`src/source/mem_map_pkg.sv`:
```
`default_nettype none

package mem_map_pkg;

	////////////////////////////////////////////////////////////////////////////
	// Basic word types
	////////////////////////////////////////////////////////////////////////////

	// CPU address, one 16-bit word address
	typedef logic [15:0] addr_t;

	// Data word moved on every access
	typedef logic [15:0] data_t;

	// Target of a CPU access
	typedef enum logic [2:0] {
		REGION_RAM1,
		REGION_RAM2,
		REGION_UART_DATA,
		REGION_UART_STAT,
		REGION_CFG
	} region_e;

	////////////////////////////////////////////////////////////////////////////
	// Register block in the top page
	////////////////////////////////////////////////////////////////////////////

	localparam addr_t UART_DATA_ADDR = 16'hBF00;
	localparam addr_t UART_STAT_ADDR = 16'hBF01;
	localparam addr_t CFG_ADDR       = 16'hBF02;

	// Wait states added by each bank
	typedef struct packed {
		logic [3:0] ram1_wait;
		logic [3:0] ram2_wait;
	} wait_cfg_t;

endpackage

`default_nettype wire

```
`src/source/bus_pkg.sv`:
```
`default_nettype none

package bus_pkg;

	////////////////////////////////////////////////////////////////////////////
	// Wishbone classic bundles
	////////////////////////////////////////////////////////////////////////////

	// Master to slave
	typedef struct packed {
		logic                cyc;
		logic                stb;
		logic                we;
		mem_map_pkg::addr_t  adr;
		mem_map_pkg::data_t  dat;
	} wb_req_t;

	// Slave to master, ack is a single-cycle pulse
	typedef struct packed {
		mem_map_pkg::data_t  dat;
		logic                ack;
	} wb_rsp_t;

	////////////////////////////////////////////////////////////////////////////
	// Router FSM
	////////////////////////////////////////////////////////////////////////////

	// IDLE decodes, WAIT holds the downstream request, RESPOND acks the CPU
	typedef enum logic [1:0] {
		ST_IDLE,
		ST_WAIT,
		ST_RESPOND
	} router_state_e;

endpackage

`default_nettype wire

```
`src/source/mem_router.sv`:
```
`default_nettype none

module mem_router (
	input  wire                      ram1_work_done,
	input  wire                      reset,
	input  wire bus_pkg::wb_req_t    cpu_req,
	output bus_pkg::wb_rsp_t         cpu_rsp,
	output bus_pkg::wb_req_t         ram1_req,
	output bus_pkg::wb_req_t         ram2_req,
	output bus_pkg::wb_req_t         reg_req,
	input  wire bus_pkg::wb_rsp_t    ram1_rsp,
	input  wire bus_pkg::wb_rsp_t    ram2_rsp,
	input  wire bus_pkg::wb_rsp_t    reg_rsp
);

	bus_pkg::router_state_e state;
	mem_map_pkg::region_e   region_d;
	mem_map_pkg::region_e   region_q;
	bus_pkg::wb_req_t       req_q;
	logic                   down_stb;
	logic                   sel_ack;
	mem_map_pkg::data_t     sel_dat;
	mem_map_pkg::data_t     rsp_dat_q;

	////////////////////////////////////////////////////////////////////////////
	// Address decode
	////////////////////////////////////////////////////////////////////////////

	// Register addresses sit in the RAM1 half, so they are checked first
	always_comb begin
		if (cpu_req.adr == mem_map_pkg::UART_DATA_ADDR) begin
			region_d = mem_map_pkg::REGION_UART_DATA;
		end else if (cpu_req.adr == mem_map_pkg::UART_STAT_ADDR) begin
			region_d = mem_map_pkg::REGION_UART_STAT;
		end else if (cpu_req.adr == mem_map_pkg::CFG_ADDR) begin
			region_d = mem_map_pkg::REGION_CFG;
		end else if (cpu_req.adr[15]) begin
			region_d = mem_map_pkg::REGION_RAM1;
		end else begin
			region_d = mem_map_pkg::REGION_RAM2;
		end
	end

	// Only the selected slave is listened to
	always_comb begin
		case (region_q)
			mem_map_pkg::REGION_RAM1: begin
				sel_ack = ram1_rsp.ack;
				sel_dat = ram1_rsp.dat;
			end
			mem_map_pkg::REGION_RAM2: begin
				sel_ack = ram2_rsp.ack;
				sel_dat = ram2_rsp.dat;
			end
			default: begin
				sel_ack = reg_rsp.ack;
				sel_dat = reg_rsp.dat;
			end
		endcase
	end

	// One downstream request at a time, strobe from the FSM
	always_comb begin
		ram1_req = '0;
		ram2_req = '0;
		reg_req  = '0;
		case (region_q)
			mem_map_pkg::REGION_RAM1: begin
				ram1_req     = req_q;
				ram1_req.cyc = down_stb;
				ram1_req.stb = down_stb;
			end
			mem_map_pkg::REGION_RAM2: begin
				ram2_req     = req_q;
				ram2_req.cyc = down_stb;
				ram2_req.stb = down_stb;
			end
			default: begin
				reg_req     = req_q;
				reg_req.cyc = down_stb;
				reg_req.stb = down_stb;
			end
		endcase
	end

	////////////////////////////////////////////////////////////////////////////
	// FSM
	////////////////////////////////////////////////////////////////////////////

	always_ff @(posedge ram1_work_done) begin
		if (reset) begin
			state    <= bus_pkg::ST_IDLE;
			down_stb <= 1'b0;
		end else begin
			case (state)
				bus_pkg::ST_IDLE: begin
					if (cpu_req.cyc && cpu_req.stb) begin
						state <= bus_pkg::ST_WAIT;
					end
				end
				bus_pkg::ST_WAIT: begin
					// Strobe goes out one edge after the request is latched
					if (down_stb && sel_ack) begin
						down_stb <= 1'b0;
						state    <= bus_pkg::ST_RESPOND;
					end else if (!down_stb) begin
						down_stb <= 1'b1;
					end
				end
				bus_pkg::ST_RESPOND: begin
					state <= bus_pkg::ST_IDLE;
				end
				default: begin
					state    <= bus_pkg::ST_IDLE;
					down_stb <= 1'b0;
				end
			endcase
		end
	end

	// Request and response holding registers
	always_ff @(posedge ram1_work_done) begin
		if (state == bus_pkg::ST_IDLE && cpu_req.cyc && cpu_req.stb) begin
			req_q    <= cpu_req;
			region_q <= region_d;
		end
		if (state == bus_pkg::ST_WAIT && down_stb && sel_ack) begin
			rsp_dat_q <= sel_dat;
		end
	end

	assign cpu_rsp = '{dat: rsp_dat_q, ack: (state == bus_pkg::ST_RESPOND)};

endmodule

`default_nettype wire

```
`config.mk`:
```
export PLATFORM = sky130hd
export DESIGN_NAME = mem_router
export DESIGN_NICKNAME = d
export VERILOG_FILES = /design/src/source/mem_map_pkg.sv /design/src/source/bus_pkg.sv /design/src/source/mem_router.sv
export SDC_FILE = /design/constraint.sdc
export NUM_CORES = 1
export LEC_CHECK = 0
export BUFFER_PORTS_ARGS = -buffer_cell sky130_fd_sc_hd__buf_2
export CAP_MARGIN = 20
export CORE_AREA = 2 2 91 93
export CTS_CLUSTER_DIAMETER = 60
export DETAILED_ROUTE_END_ITERATION = 6
export DIE_AREA = 0 0 93 95
export PLACE_DENSITY_LB_ADDON = 0.25
export SLEW_MARGIN = 10
export SYNTH_ARGS = -nofsm -noshare
export SYNTH_HDL_FRONTEND = slang
export SYNTH_SLANG_ARGS = --single-unit
export TNS_END_PERCENT = 5
```
`constraint.sdc`:
```
create_clock -name ram1_work_done -period 1.82 [get_ports ram1_work_done]
set_clock_uncertainty 0.1 [all_clocks]
set_input_delay 0.273 -clock ram1_work_done [delete_from_list [all_inputs] [get_ports ram1_work_done]]
set_output_delay 0.273 -clock ram1_work_done [all_outputs]
set_load 0.005 [all_outputs]
```
==> metrics.md <==
| Metric | Value |
|---|---|
| Critical path launch point type | register |
| Worst hold path depth | 1 |
| Required @ worst endpoint | ~1.5 ns |
| Hold_buf cts | 0 |
| CTS buffer count | 5 |
| Mapped Cells | 253 |
| Clock tree buffer depth | 2 |
| EDFF count, synth | 52 |
| Met2 usage | 0.296 |
| Antenna violations before repair | 0 |
| I/O Buffers | approximately 210 |
| Sequential Area | 0.00162 sq mm |
| P&R area growth vs syn | 50.6% |
| Worst Hold Path EP | req_q[32] |
| Gpl congestion | around 0.71 |
| Synthesized flop and latch total | 55 |
| Fin util | 0.540 |
| Maximum VDD drop | around 0.28 mV |
| RSZ-0062 raised after global routing | yes |
| Vias in the first global route | between 2000 and 2500 |
| Fin Setup TNS | -3.35 ns |
| CP Max Fanout | 27 |
| Period minus WS final | 1.88 ns |
| Top-area cell type share of the netlist area | 0.549 |
| CP peak stage delay | 0.49 ns |
| Core area | 0.00793 sq mm |
| Syn avg cell area | 11.2 sq um |
| CP max-delay cell | edfxtp_1 |
| Initial Util | 0.359 |
| Critical R2R Launch | region_q[2] |
| Hold Crit Class | in2reg |
| Primary FF master, synth | edfxtp_1 |
| Root buffer cell | clkbuf_8 |
| Num rows | 33 |
| Die area | around 0.0088 sq mm |
| Seq/Total Area, Yosys | 0.570 |
| Critical path class | reg2out |
| Die Height | 95 um |
| HPWL after DPL | roughly 6000 um |
| Multi-input gate area | 0.00113 sq mm |
| Main area contributors after synthesis | edfxtp_1 (55%), nor2b_1 (7.7%), and2_1 (7.5%) |
| Crit-path leading delay family | flip-flops |
| Pre-CTS WS | 0.194 ns |
| Diodes inserted | 0 |
| Fill count | 718 |
| IO Count | between 200 and 250 |
| Worst setup margin | -0.0616 ns |
| Total track usage | 0.167 |
| Setup violators final | a little under 90 |
| Share of cells above drive strength 1 | 0.517 |
| Hold wc startpoint | cpu_req[32] |
| Peak Freq | ~530 MHz |
| R2r setup slk | 0.09 ns |
| Syn Nets | around 340 |
| Most frequent cells in the layout | buf_2 (208), edfxtp_1 (52), nor2b_1 (35), and3_1 (34), and2_1 (33) |
| Failing checks | negative setup slack |
| Crit-path cells | nor2_4 -> buf_12 -> and3_1 -> buf_2 |
| Asr flop ratio synth | 0 |
| Drt total wl | 7950 um |
| Number of max-cap violations | 0 |
| Buf/Inv on CP | 2 |
| # H-tree levels | 2 |
| Grt ovf | 0 |
| Via/cell ratio | approximately 4.6 |
| First-pass GRT wire length | between 10000 and 15000 um |
| Reg2Reg Capture Point | rsp_dat_q[8] |
| Largest area contributor in the netlist | edfxtp_1 |
| Cells on worst reg2reg path | 6 |
| Most common cell after layout, fill and taps aside | buf_2 |
| CTS clk-pin slew, worst paths | about 0.090 ns |
| Die width | just over 90 um |
| Slew HR | 0.750 |
| Cell Area, Synth | roughly 0.0028 sq mm |
| Period utilization | 1.03 |
| Largest net degree at the start of global routing | 37 |
| Crit path capture type | output port |
| Routed length per instance | 13.9 um |
| Pre-antenna DRT Iters | 4 |
| Power Density | 583 mW/mm^2 |
| Clock Latency Late Sink | approximately 0.30 ns |
| DR vias | 2633 |
| Final ANT Viol Nets | 0 |
| Leakage | 0.00223 uW |
| Status | finished with violations |
| Met1 usage | 0.209 |
| Most Crowded Layer GR | met2 |
| Drc violations | 0 |
| Final #Nets | 553 |
| Synth warn | 0 |
| Worst slew pin tran | 0.370 ns |
| Clock sink total | 55 |
| Hold Vio Cnt, Final | 0 |
| Final Slew Violations | 0 |
| Distinct cells, synth | 27 |
| CTS tree | done |
| Initial drt markers | 104 |
| Grt met3 use | 0.0351 |
| Crit path DAT | 1.51 ns |
## cells by family (layout without fill, tap and decap cells)
family / count (synthesis) / in the layout / share of synthesized area
DFF: 55 / 55 / 0.570
muxes: 17 / 17 / 0.0616
buffers and inverters: 23 / 236 / 0.0387
AOI/OAI and AO/OA: 22 / 22 / 0.0431
and+or+nand+nor: 136 / 136 / 0.286
## power breakdown
part,leakage (uW),switching [uW],total (uW),internal [uW]
clock network,0.0000412,371,640,270
logic,0.00169,174,386,212
registers,0.000502,30.0,1470,1440
## what timing repair did
action	CTS	global route
pin swaps	8	2
setup buffers	7	0
resized for setup	3	4
endpoints found under the setup margin	91	121
cloned	2	0
## sequential cells by signal (all words and copies together) (netlist names)
signal     count
down_stb       1
state          2
req_q         33
rsp_dat_q     16
region_q       3
## worst reg2reg max path, stage by stage (launching register included)
cell and delay, ns:
edfxtp_1 0.45, buf_6 0.16, buf_4 0.13, nor3b_2 0.19, a21oi_1 0.13, nor2_2 0.14, buf_12 0.17
## per-stage QoR
step	instances	hold slack [ns]	total power [uW]	cell area [sq um]
floorplan	253	0.235	1650	2850
global placement	554	0.351	1850	4050
detailed placement	554	0.351	1860	4050
CTS	571	0.0300	2530	4260
global route	571	0.0222	2620	4280
finish	571	0.0434	2490	4280
## cell usage after synthesis (all sizes together) (2+ instances only)
| library cell | n |
|---|---|
| nor3 | 2 |
| a21oi | 19 |
| clkbuf | 14 |
| and4b | 2 |
| dfxtp | 3 |
| nor2b | 35 |
| mux2i | 16 |
| nand2b | 3 |
| nor3b | 2 |
| and3 | 34 |
| nor2 | 21 |
| buf | 8 |
| edfxtp | 52 |
| and2 | 34 |
## per-layer routing
layer	wire, um	up-vias
met5	0	-
met3	498	2
li1	-	1305
met4	38	0
met1	3260	1221
met2	4150	105
## worst max-delay path by stage
stage | from | end | slack, ns | depth (start not counted)
floorplan | region_q[1] | rsp_dat_q[0] | 0.08 | 3
global placement | region_q[1] | rsp_dat_q[14] | 0.21 | 4
detailed placement | region_q[1] | rsp_dat_q[14] | 0.19 | 4
CTS | region_q[1] | ram2_req[34] | -0.07 | 4
global route | region_q[1] | ram1_req[4] | -0.20 | 4
finish | region_q[1] | ram2_req[26] | -0.06 | 4
## layout make-up
class,instances,share of cell area
Clock buffer,6,0.0169
Clock inverter,2,0.00292
Inverter,1,0.000877
Tap cell,105,0.0307
Multi-Input combinational cell,175,0.265
Sequential cell,55,0.379
Timing Repair Buffer,227,0.305
(Power assumes the default switching activity.)
