`src/source/mem_map_pkg.sv`:
```
`default_nettype none

package mem_map_pkg;

	////////////////////////////////////////////////////////////////////////////
	// Basic word types
	////////////////////////////////////////////////////////////////////////////

	// CPU address, one 16-bit word address
	typedef logic [15:0] addr_t;

	// Data word moved on every access
	typedef logic [15:0] data_t;

	// Target of a CPU access
	typedef enum logic [2:0] {
		REGION_RAM1,
		REGION_RAM2,
		REGION_UART_DATA,
		REGION_UART_STAT,
		REGION_CFG
	} region_e;

	////////////////////////////////////////////////////////////////////////////
	// Register block in the top page
	////////////////////////////////////////////////////////////////////////////

	localparam addr_t UART_DATA_ADDR = 16'hBF00;
	localparam addr_t UART_STAT_ADDR = 16'hBF01;
	localparam addr_t CFG_ADDR       = 16'hBF02;

	// Wait states added by each bank
	typedef struct packed {
		logic [3:0] ram1_wait;
		logic [3:0] ram2_wait;
	} wait_cfg_t;

endpackage

`default_nettype wire

```
`src/source/bus_pkg.sv`:
```
`default_nettype none

package bus_pkg;

	////////////////////////////////////////////////////////////////////////////
	// Wishbone classic bundles
	////////////////////////////////////////////////////////////////////////////

	// Master to slave
	typedef struct packed {
		logic                cyc;
		logic                stb;
		logic                we;
		mem_map_pkg::addr_t  adr;
		mem_map_pkg::data_t  dat;
	} wb_req_t;

	// Slave to master, ack is a single-cycle pulse
	typedef struct packed {
		mem_map_pkg::data_t  dat;
		logic                ack;
	} wb_rsp_t;

	////////////////////////////////////////////////////////////////////////////
	// Router FSM
	////////////////////////////////////////////////////////////////////////////

	// IDLE decodes, WAIT holds the downstream request, RESPOND acks the CPU
	typedef enum logic [1:0] {
		ST_IDLE,
		ST_WAIT,
		ST_RESPOND
	} router_state_e;

endpackage

`default_nettype wire

```
`src/source/uart_cfg_regs.sv`:
```
`default_nettype none

module uart_cfg_regs (
	input  wire                        ram1_work_done,
	input  wire                        reset,
	input  wire bus_pkg::wb_req_t      reg_req,
	output bus_pkg::wb_rsp_t           reg_rsp,
	input  wire [7:0]                  rx_byte,
	input  wire                        rx_strobe,
	output logic [7:0]                 tx_byte,
	output logic                       tx_strobe,
	output mem_map_pkg::wait_cfg_t     wait_cfg
);

	logic               ack_q;
	logic               access;
	logic               rx_valid;
	logic [7:0]         rx_data;
	logic               data_hit;
	logic               cfg_hit;
	mem_map_pkg::data_t rd_d;
	mem_map_pkg::data_t rd_q;

	assign access   = reg_req.cyc && reg_req.stb && !ack_q;
	assign data_hit = (reg_req.adr == mem_map_pkg::UART_DATA_ADDR);
	assign cfg_hit  = (reg_req.adr == mem_map_pkg::CFG_ADDR);

	// Read mux
	always_comb begin
		case (reg_req.adr)
			mem_map_pkg::UART_DATA_ADDR: rd_d = {8'h00, rx_data};
			// Transmitter always ready in bit 0
			mem_map_pkg::UART_STAT_ADDR: rd_d = {12'hFFF, 1'b0, 1'b1, rx_valid, 1'b1};
			mem_map_pkg::CFG_ADDR:       rd_d = {8'h00, wait_cfg};
			default:                     rd_d = '0;
		endcase
	end

	////////////////////////////////////////////////////////////////////////////
	// Control registers
	////////////////////////////////////////////////////////////////////////////

	always_ff @(posedge ram1_work_done) begin
		if (reset) begin
			ack_q     <= 1'b0;
			tx_strobe <= 1'b0;
			rx_valid  <= 1'b0;
			wait_cfg  <= '0;
		end else begin
			ack_q     <= access;
			tx_strobe <= access && reg_req.we && data_hit;
			if (access && reg_req.we && cfg_hit) begin
				wait_cfg <= mem_map_pkg::wait_cfg_t'(reg_req.dat[7:0]);
			end
			// A new byte wins over a read in the same cycle
			if (rx_strobe) begin
				rx_valid <= 1'b1;
			end else if (access && !reg_req.we && data_hit) begin
				rx_valid <= 1'b0;
			end
		end
	end

	// Data latches
	always_ff @(posedge ram1_work_done) begin
		if (rx_strobe) begin
			rx_data <= rx_byte;
		end
		if (access) begin
			rd_q <= rd_d;
		end
		if (access && reg_req.we && data_hit) begin
			tx_byte <= reg_req.dat[7:0];
		end
	end

	assign reg_rsp = '{dat: rd_q, ack: ack_q};

endmodule

`default_nettype wire

```
`config.mk`:
```
export PLATFORM = sky130hd
export DESIGN_NAME = uart_cfg_regs
export DESIGN_NICKNAME = d
export VERILOG_FILES = /design/src/source/mem_map_pkg.sv /design/src/source/bus_pkg.sv /design/src/source/uart_cfg_regs.sv
export SDC_FILE = /design/constraint.sdc
export NUM_CORES = 1
export LEC_CHECK = 0
export BUFFER_PORTS_ARGS = -buffer_cell sky130_fd_sc_hd__buf_2
export CAP_MARGIN = 30
export CELL_PAD_IN_SITES_DETAIL_PLACEMENT = 1
export CELL_PAD_IN_SITES_GLOBAL_PLACEMENT = 2
export CORE_MARGIN = 1.5
export CORE_UTILIZATION = 24
export CTS_CLUSTER_DIAMETER = 50
export DETAILED_ROUTE_END_ITERATION = 6
export GPL_ROUTABILITY_DRIVEN = 1
export HOLD_SLACK_MARGIN = 0.12
export PLACE_DENSITY_LB_ADDON = 0.2
export REMOVE_ABC_BUFFERS = 1
export SLEW_MARGIN = 20
export SYNTH_ARGS = -nofsm -noshare
export SYNTH_HDL_FRONTEND = slang
export SYNTH_SLANG_ARGS = --single-unit
```
`constraint.sdc`:
```
create_clock -name ram1_work_done -period 2.64 [get_ports ram1_work_done]
set_clock_uncertainty 0.15 [all_clocks]
set_input_delay 0.528 -clock ram1_work_done [delete_from_list [all_inputs] [get_ports ram1_work_done]]
set_output_delay 0.528 -clock ram1_work_done [all_outputs]
set_load 0.01 [all_outputs]
```
==> impl_metrics.sql, run 1 <==
INSERT INTO impl_metrics (metric_group, metric, value, unit) VALUES
('detailed_routing', 'vias', '1096', ''),
('cts', 'clk_root_buffer_cell', 'sky130_fd_sc_hd__clkbuf_8', ''),
('detailed_routing', 'drc', '0', ''),
('final_layout', 'insertedDiodeCount', '0', ''),
('floorplan', 'boundaryPins', '80', ''),
('timing', 'rsz0062_at_grt', 'false', ''),
('hold_path', 'hold_class', 'in2reg', ''),
('synth', 'synth.yosys.seq_area_share', '64.13', '%'),
('detailed_routing', 'ant_nets', '0', ''),
('pwr', 'finalPower', '1.082', 'mW'),
('placed_design', 'gp_congestion', '0.6953', ''),
('cts', 'clk_path_buf_depth', '2', ''),
('synth', 'syn_inst', '122', ''),
('detailed_routing', 'via_per_inst', '4.074', ''),
('cts', 'post_cts_hold_buffers', '0', ''),
('synth', 'asyncSetResetFlopFracSynth', '0', '%'),
('synth', 'yosys_most_used_dff', 'sky130_fd_sc_hd__edfxtp_1', ''),
('hold_path', 'min-delay-start', 'rx_byte[1]', ''),
('timing', 'slew-limit-headroom', '76.41', '%'),
('cts', 'numCtsBuffers', '5', ''),
('outcome', 'status', 'complete, no violations', ''),
('synth', 'ys_types', '26', ''),
('critical_path', 'crit_path_end_kind', 'register', ''),
('synth', 'synth.largest_area_cell', 'sky130_fd_sc_hd__edfxtp_1', ''),
('final_layout', 'layout_common_cells', 'sky130_fd_sc_hd__buf_2 (71), sky130_fd_sc_hd__edfxtp_1 (25), sky130_fd_sc_hd__nor2_1 (23)', ''),
('detailed_routing', 'wl_per_cell', '13.19', 'µm'),
('cts', 'clk_latency', '0.28', 'ns'),
('grt', 'first_global_vias', '1117', ''),
('detailed_routing', 'detail_route.wirelength', '3548', 'µm'),
('timing', 'layout_setup_ws', '0.2177', 'ns'),
('cts', 'tritoncts_clock_tree', 'yes', ''),
('detailed_routing', 'drt_iter0_drc', '36', ''),
('critical_path', 'worst-path-max-fanout', '8', ''),
('floorplan', 'design.die.area', '0.006794', 'mm²'),
('placed_design', 'dp_slack', '-0.09666', 'ns'),
('placed_design', 'dpl_cell_area', '0.001941', 'mm²'),
('timing', 'finalWorstPathRequiredPeriod', '2.422', 'ns'),
('placed_design', 'post-dp-hpwl', '2870', 'µm'),
('grt', 'gr-total-overflow', '0', ''),
('cts', 'htree_levels', '2', ''),
('critical_path', 'timing.critical_path.from_type', 'primary input', ''),
('placed_design', 'numPortBuffers', '71', ''),
('final_layout', 'layout_commonest_cell', 'sky130_fd_sc_hd__buf_2', ''),
('job', 'maxCapViolCount', '0', ''),
('synth', 'synth_enable_flop_cells', '25', ''),
('synth', 'ys_ff_latch', '36', ''),
('cts', 'clk_pin_slew_worst_paths', '0.07', 'ns'),
('floorplan', 'placement_rows', '28', ''),
('final_layout', 'post-route-cell-area', '0.002022', 'mm²'),
('timing', 'fmaxAchievable', '412.8', 'MHz'),
('synth', 'syn_area_per_cell', '12.41', 'µm²'),
('cts', 'cts.repair.resized', '0', ''),
('timing', 'final-setup-viol-count', '0', ''),
('pwr', 'p_leak', '0.8460', 'nW'),
('timing', 'finalHoldViolCount', '0', ''),
('floorplan', 'start_util', '25.27', '%'),
('final_layout', 'nets', '239', ''),
('critical_path', 'critical_path.startpoint', 'reg_req[21]', ''),
('pwr', 'power.density_cell_area', '534.9', 'mW/mm²'),
('cts', 'numClockSinks', '36', ''),
('final_layout', 'final_layout_size_suffix_gt1_share', '44.33', '%'),
('critical_path', 'regToRegStartpoint', 'ack_q', ''),
('detailed_routing', 'dr.pass1.iters', '4', ''),
('synth', 'mapped_cell_area', '0.001514', 'mm²'),
('timing', 'worst_hold_slack', '0.2658', 'ns'),
('timing', 'report.final.slew_viol_count', '0', ''),
('final_layout', 'area_delta_synth_final', '33.55', '%'),
('floorplan', 'die_x', '82.43', 'µm'),
('critical_path', 'cp_data_required_time', '2.49', 'ns'),
('cts', 'cts.repair_timing.setup_buffer_count', '0', ''),
('synth', 'yosys_top_cell_area_share', '49.59', '%');
-- per-layer routing --
| metal | vias up | GRT usage (%) | share of wire (%) |
|---|---|---|---|
| li1 | 556 | - | - |
| met1 | 499 | 13.31 | 43 |
| met2 | 35 | 16.91 | 50 |
| met3 | 6 | 3.626 | 5.5 |
| met4 | 0 | 4.068 | 1.1 |
| met5 | - | 0 | 0 |
-- power breakdown --
| group | switching (mW) | total (mW) | internal (mW) |
|---|---|---|---|
| registers | 0.00595 | 0.627 | 0.621 |
| clock network | 0.181 | 0.366 | 0.185 |
| logic | 0.0467 | 0.0888 | 0.0421 |
-- state kept, by name, indices dropped and copies added, names as in the netlist --
signal	flops
ack_q	1
rd_q	9
rx_data	8
rx_valid	1
tx_byte	8
tx_strobe	1
wait_cfg	8
-- kinds of logic (layout without fill, tap and decap cells) --
family	count (synthesis)	count (layout)	share of synthesized area, %
AOI/OAI and AO/OA	8	8	2.893
buffers and inverters	15	87	5.785
DFF	36	36	64.13
muxes	10	10	6.612
and+or+nand+nor	53	53	20.58
-- worst max-delay path: stages --
cell and delay (ns):
sky130_fd_sc_hd__buf_2 0.09, sky130_fd_sc_hd__or4_1 0.51, sky130_fd_sc_hd__or4_4 0.55, sky130_fd_sc_hd__nor4_4 0.24
sky130_fd_sc_hd__and2_1 0.21, sky130_fd_sc_hd__buf_12 0.14
-- path summary, 6_finish.rpt --
kind,cells past startpoint,slack (ns),to
worst max-delay path,6,0.22,tx_byte[7]
worst min-delay path,1,0.27,rx_data[1]
worst max register to register,4,1.02,tx_byte[7]
worst min register to register,2,0.35,wait_cfg[3]
-- final cells by class --
type                    instances  area (µm²)  share of cell area [%]
clock inverters                 1       5.005                  0.2475
inverters                       2       7.507                  0.3713
multi-input cells              71       455.4                   22.52
repair buffers                 77       412.9                   20.42
clock buffers                   7       76.32                   3.775
well taps                      75       93.84                   4.641
flip-flops and latches         36       970.9                   48.02
-- synth_stat cells (all sizes together), types with 2 or more instances --
master,count
buf,10
nor2,23
mux2i,10
nand2,2
edfxtp,25
clkbuf,3
or4,2
a21oi,6
nor3,2
nand2b,16
dfxtp,11
inv,2
(Power assumes the default switching activity.)
==> inputs of run 2 (changes only) <==
--- a/config.mk
+++ b/config.mk
@@ -10,7 +10,7 @@
 export CELL_PAD_IN_SITES_DETAIL_PLACEMENT = 1
 export CELL_PAD_IN_SITES_GLOBAL_PLACEMENT = 2
 export CORE_MARGIN = 1.5
-export CORE_UTILIZATION = 24
+export CORE_UTILIZATION = 25
 export CTS_CLUSTER_DIAMETER = 50
 export DETAILED_ROUTE_END_ITERATION = 6
 export GPL_ROUTABILITY_DRIVEN = 1
==> constraint.sdc (replaced) <==
create_clock -name ram1_work_done -period 2.3 [get_ports ram1_work_done]
set_clock_uncertainty 0.15 [all_clocks]
set_input_delay 0.46 -clock ram1_work_done [delete_from_list [all_inputs] [get_ports ram1_work_done]]
set_output_delay 0.46 -clock ram1_work_done [all_outputs]
set_load 0.01 [all_outputs]
==> impl_metrics.sql, run 2 (synthesis gave the netlist of run 1 again) <==
INSERT INTO impl_metrics (metric_group, metric, value, unit) VALUES
('grt', 'grtUsageMet1', '14.06', '%'),
('final_layout', 'layout_common_cells', 'sky130_fd_sc_hd__buf_2 (71), sky130_fd_sc_hd__edfxtp_1 (25), sky130_fd_sc_hd__nor2_1 (23)', ''),
('floorplan', 'boundaryPins', '80', ''),
('final_layout', 'fillers', '682', ''),
('placed_design', 'placed_cells', '261', ''),
('timing', 'fmaxAchievable', '449.7', 'MHz'),
('grt', 'gr-total-overflow', '0', ''),
('floorplan', 'placement_rows', '28', ''),
('grt', 'grt_max_degree', '20', ''),
('detailed_routing', 'wl_per_cell', '13.24', 'µm'),
('floorplan', 'chipHeight', '80.82', 'µm'),
('timing', 'setup-tns-final', '0', 'ns'),
('floorplan', 'design.die.area', '0.006532', 'mm²'),
('pwr', 'finalPower', '1.242', 'mW'),
('critical_path', 'timing_worst_setup_path_type', 'in2reg', ''),
('detailed_routing', 'dr.pass1.iters', '4', ''),
('final_layout', 'layout_commonest_cell', 'sky130_fd_sc_hd__buf_2', ''),
('timing', 'worst_hold_slack', '0.2049', 'ns'),
('critical_path', 'worst-endpoint-arrival', '2.06', 'ns'),
('grt', 'initial_antenna_violation_count', '0', ''),
('grt', 'met2_usage', '19.67', '%'),
('cts', 'clk_pin_slew_worst_paths', '0.07', 'ns'),
('timing', 'report.final.slew_viol_count', '0', ''),
('critical_path', 'crit_path_end_kind', 'register', ''),
('final_layout', 'area_delta_synth_final', '33.55', '%'),
('detailed_routing', 'via_per_inst', '4.145', ''),
('pwr', 'power.density_cell_area', '614.2', 'mW/mm²'),
('grt', 'grtUsageMet3', '3.146', '%'),
('floorplan', 'die_x', '80.82', 'µm'),
('cts', 'clk_path_buf_depth', '2', ''),
('grt', 'grt_peak_use_layer', 'met2', ''),
('placed_design', 'gp_congestion', '0.6872', ''),
('critical_path', 'timing.critical_path.slowest_stage_cell', 'sky130_fd_sc_hd__or4_4', ''),
('detailed_routing', 'vias', '1115', ''),
('cts', 'tritoncts_clock_tree', 'yes', ''),
('detailed_routing', 'detail_route.wirelength', '3561', 'µm'),
('cts', 'numClockSinks', '36', ''),
('final_layout', 'seq_area', '970.9', 'µm²'),
('placed_design', 'numPortBuffers', '71', ''),
('critical_path', 'cp_data_required_time', '2.13', 'ns'),
('grt', 'grt_first_pass_wirelength', '5595', 'µm'),
('critical_path', 'timing.critical_path.from_type', 'primary input', ''),
('timing', 'final.period_utilization', '96.69', '%'),
('grt', 'overall_global_routing_resource_usage', '11.45', '%'),
('critical_path', 'worst-path-max-fanout', '8', ''),
('job', 'maxCapViolCount', '0', ''),
('timing', 'rsz0062_at_grt', 'false', ''),
('grt', 'first_global_vias', '1156', ''),
('timing', 'worstMarginPinSlew', '0.3595', 'ns'),
('cts', 'numCtsBuffers', '5', ''),
('detailed_routing', 'drc', '0', ''),
('final_layout', 'multi_input_area', '457.9', 'µm²'),
('final_layout', 'largest-register', 'rd_q', ''),
('outcome', 'status', 'complete, no violations', ''),
('detailed_routing', 'drt_iter0_drc', '57', ''),
('cts', 'clk_latency', '0.28', 'ns'),
('timing', 'finalWorstPathRequiredPeriod', '2.224', 'ns'),
('final_layout', 'final_cells', '269', ''),
('final_layout', 'largest_register_ffs', '9', ''),
('final_layout', 'final_layout_size_suffix_gt1_share', '44.33', '%'),
('hold_path', 'hold_class', 'in2reg', ''),
('pwr', 'vdd_drop_max', '315.5', 'µV'),
('critical_path', 'max_stage_delay', '0.56', 'ns'),
('timing', 'final-setup-viol-count', '0', ''),
('pwr', 'p_leak', '0.8453', 'nW'),
('placed_design', 'post-dp-hpwl', '2835', 'µm'),
('final_layout', 'insertedDiodeCount', '0', ''),
('cts', 'htree_levels', '2', ''),
('final_layout', 'finish.utilization', '34.35', '%'),
('critical_path', 'worstPathCellList', 'buf_2, or4_1, or4_4, nor4_4, and2_4', ''),
('cts', 'clk_root_buffer_cell', 'sky130_fd_sc_hd__clkbuf_8', ''),
('timing', 'slew-limit-headroom', '76.01', '%'),
('final_layout', 'nets', '239', ''),
('detailed_routing', 'ant_nets', '0', ''),
('floorplan', 'start_util', '25.72', '%'),
('timing', 'finalHoldViolCount', '0', ''),
('floorplan', 'core_area', '0.005886', 'mm²');
## run 2: layout make-up
class,instances,share of cell area [%]
flip-flops and latches,36,48.02
multi-input cells,71,22.65
repair buffers,77,20.36
well taps,75,4.641
clock buffers,7,3.775
inverters,2,0.3713
clock inverters,1,0.1856
## run 2: worst max-delay path: cells and delay by family
family / cells / cell delay, ns
and+or+nand+nor: 4 / 1.51
buffers and inverters: 1 / 0.09
## run 2: through the flow
stage / area [µm²] / setup WS (ns)
detailed placement: 1941 / -0.3540
CTS: 2031 / 0.0002427
finish: 2022 / 0.07615
floorplan: 1434 / -0.3102
global placement: 1941 / -0.3325
global route: 2022 / 0.01422
## run 2: per-layer routing
layer  routed length (µm)  part of all wire [%]
met1                 1558                    44
met2                 1784                    50
met3                  181                   5.1
met4                   37                   1.0
met5                    0                     0
## run 2: report_power, final
group / internal [mW] / total [mW] / switching [mW]
clock: 0.211 / 0.419 / 0.208
combinational: 0.0484 / 0.104 / 0.0551
sequential: 0.713 / 0.720 / 0.00712
total: 0.972 / 1.24 / 0.270
## run 2: final timing paths
kind / endpoint / startpoint / cells past startpoint / slack (ns)
worst max-delay path: tx_byte[4] / reg_req[21] / 5 / 0.08
worst min-delay path: rx_data[5] / rx_byte[5] / 1 / 0.20
worst max register to register: tx_byte[4] / ack_q / 3 / 0.67
worst min register to register: wait_cfg[1] / wait_cfg[1] / 2 / 0.34
## run 2: repair_timing
item	CTS	global route
setup endpoints to repair	16	16
resized for setup	3	1
pin swaps	1	1
buffers inserted	0	1
hold buffers	0	0
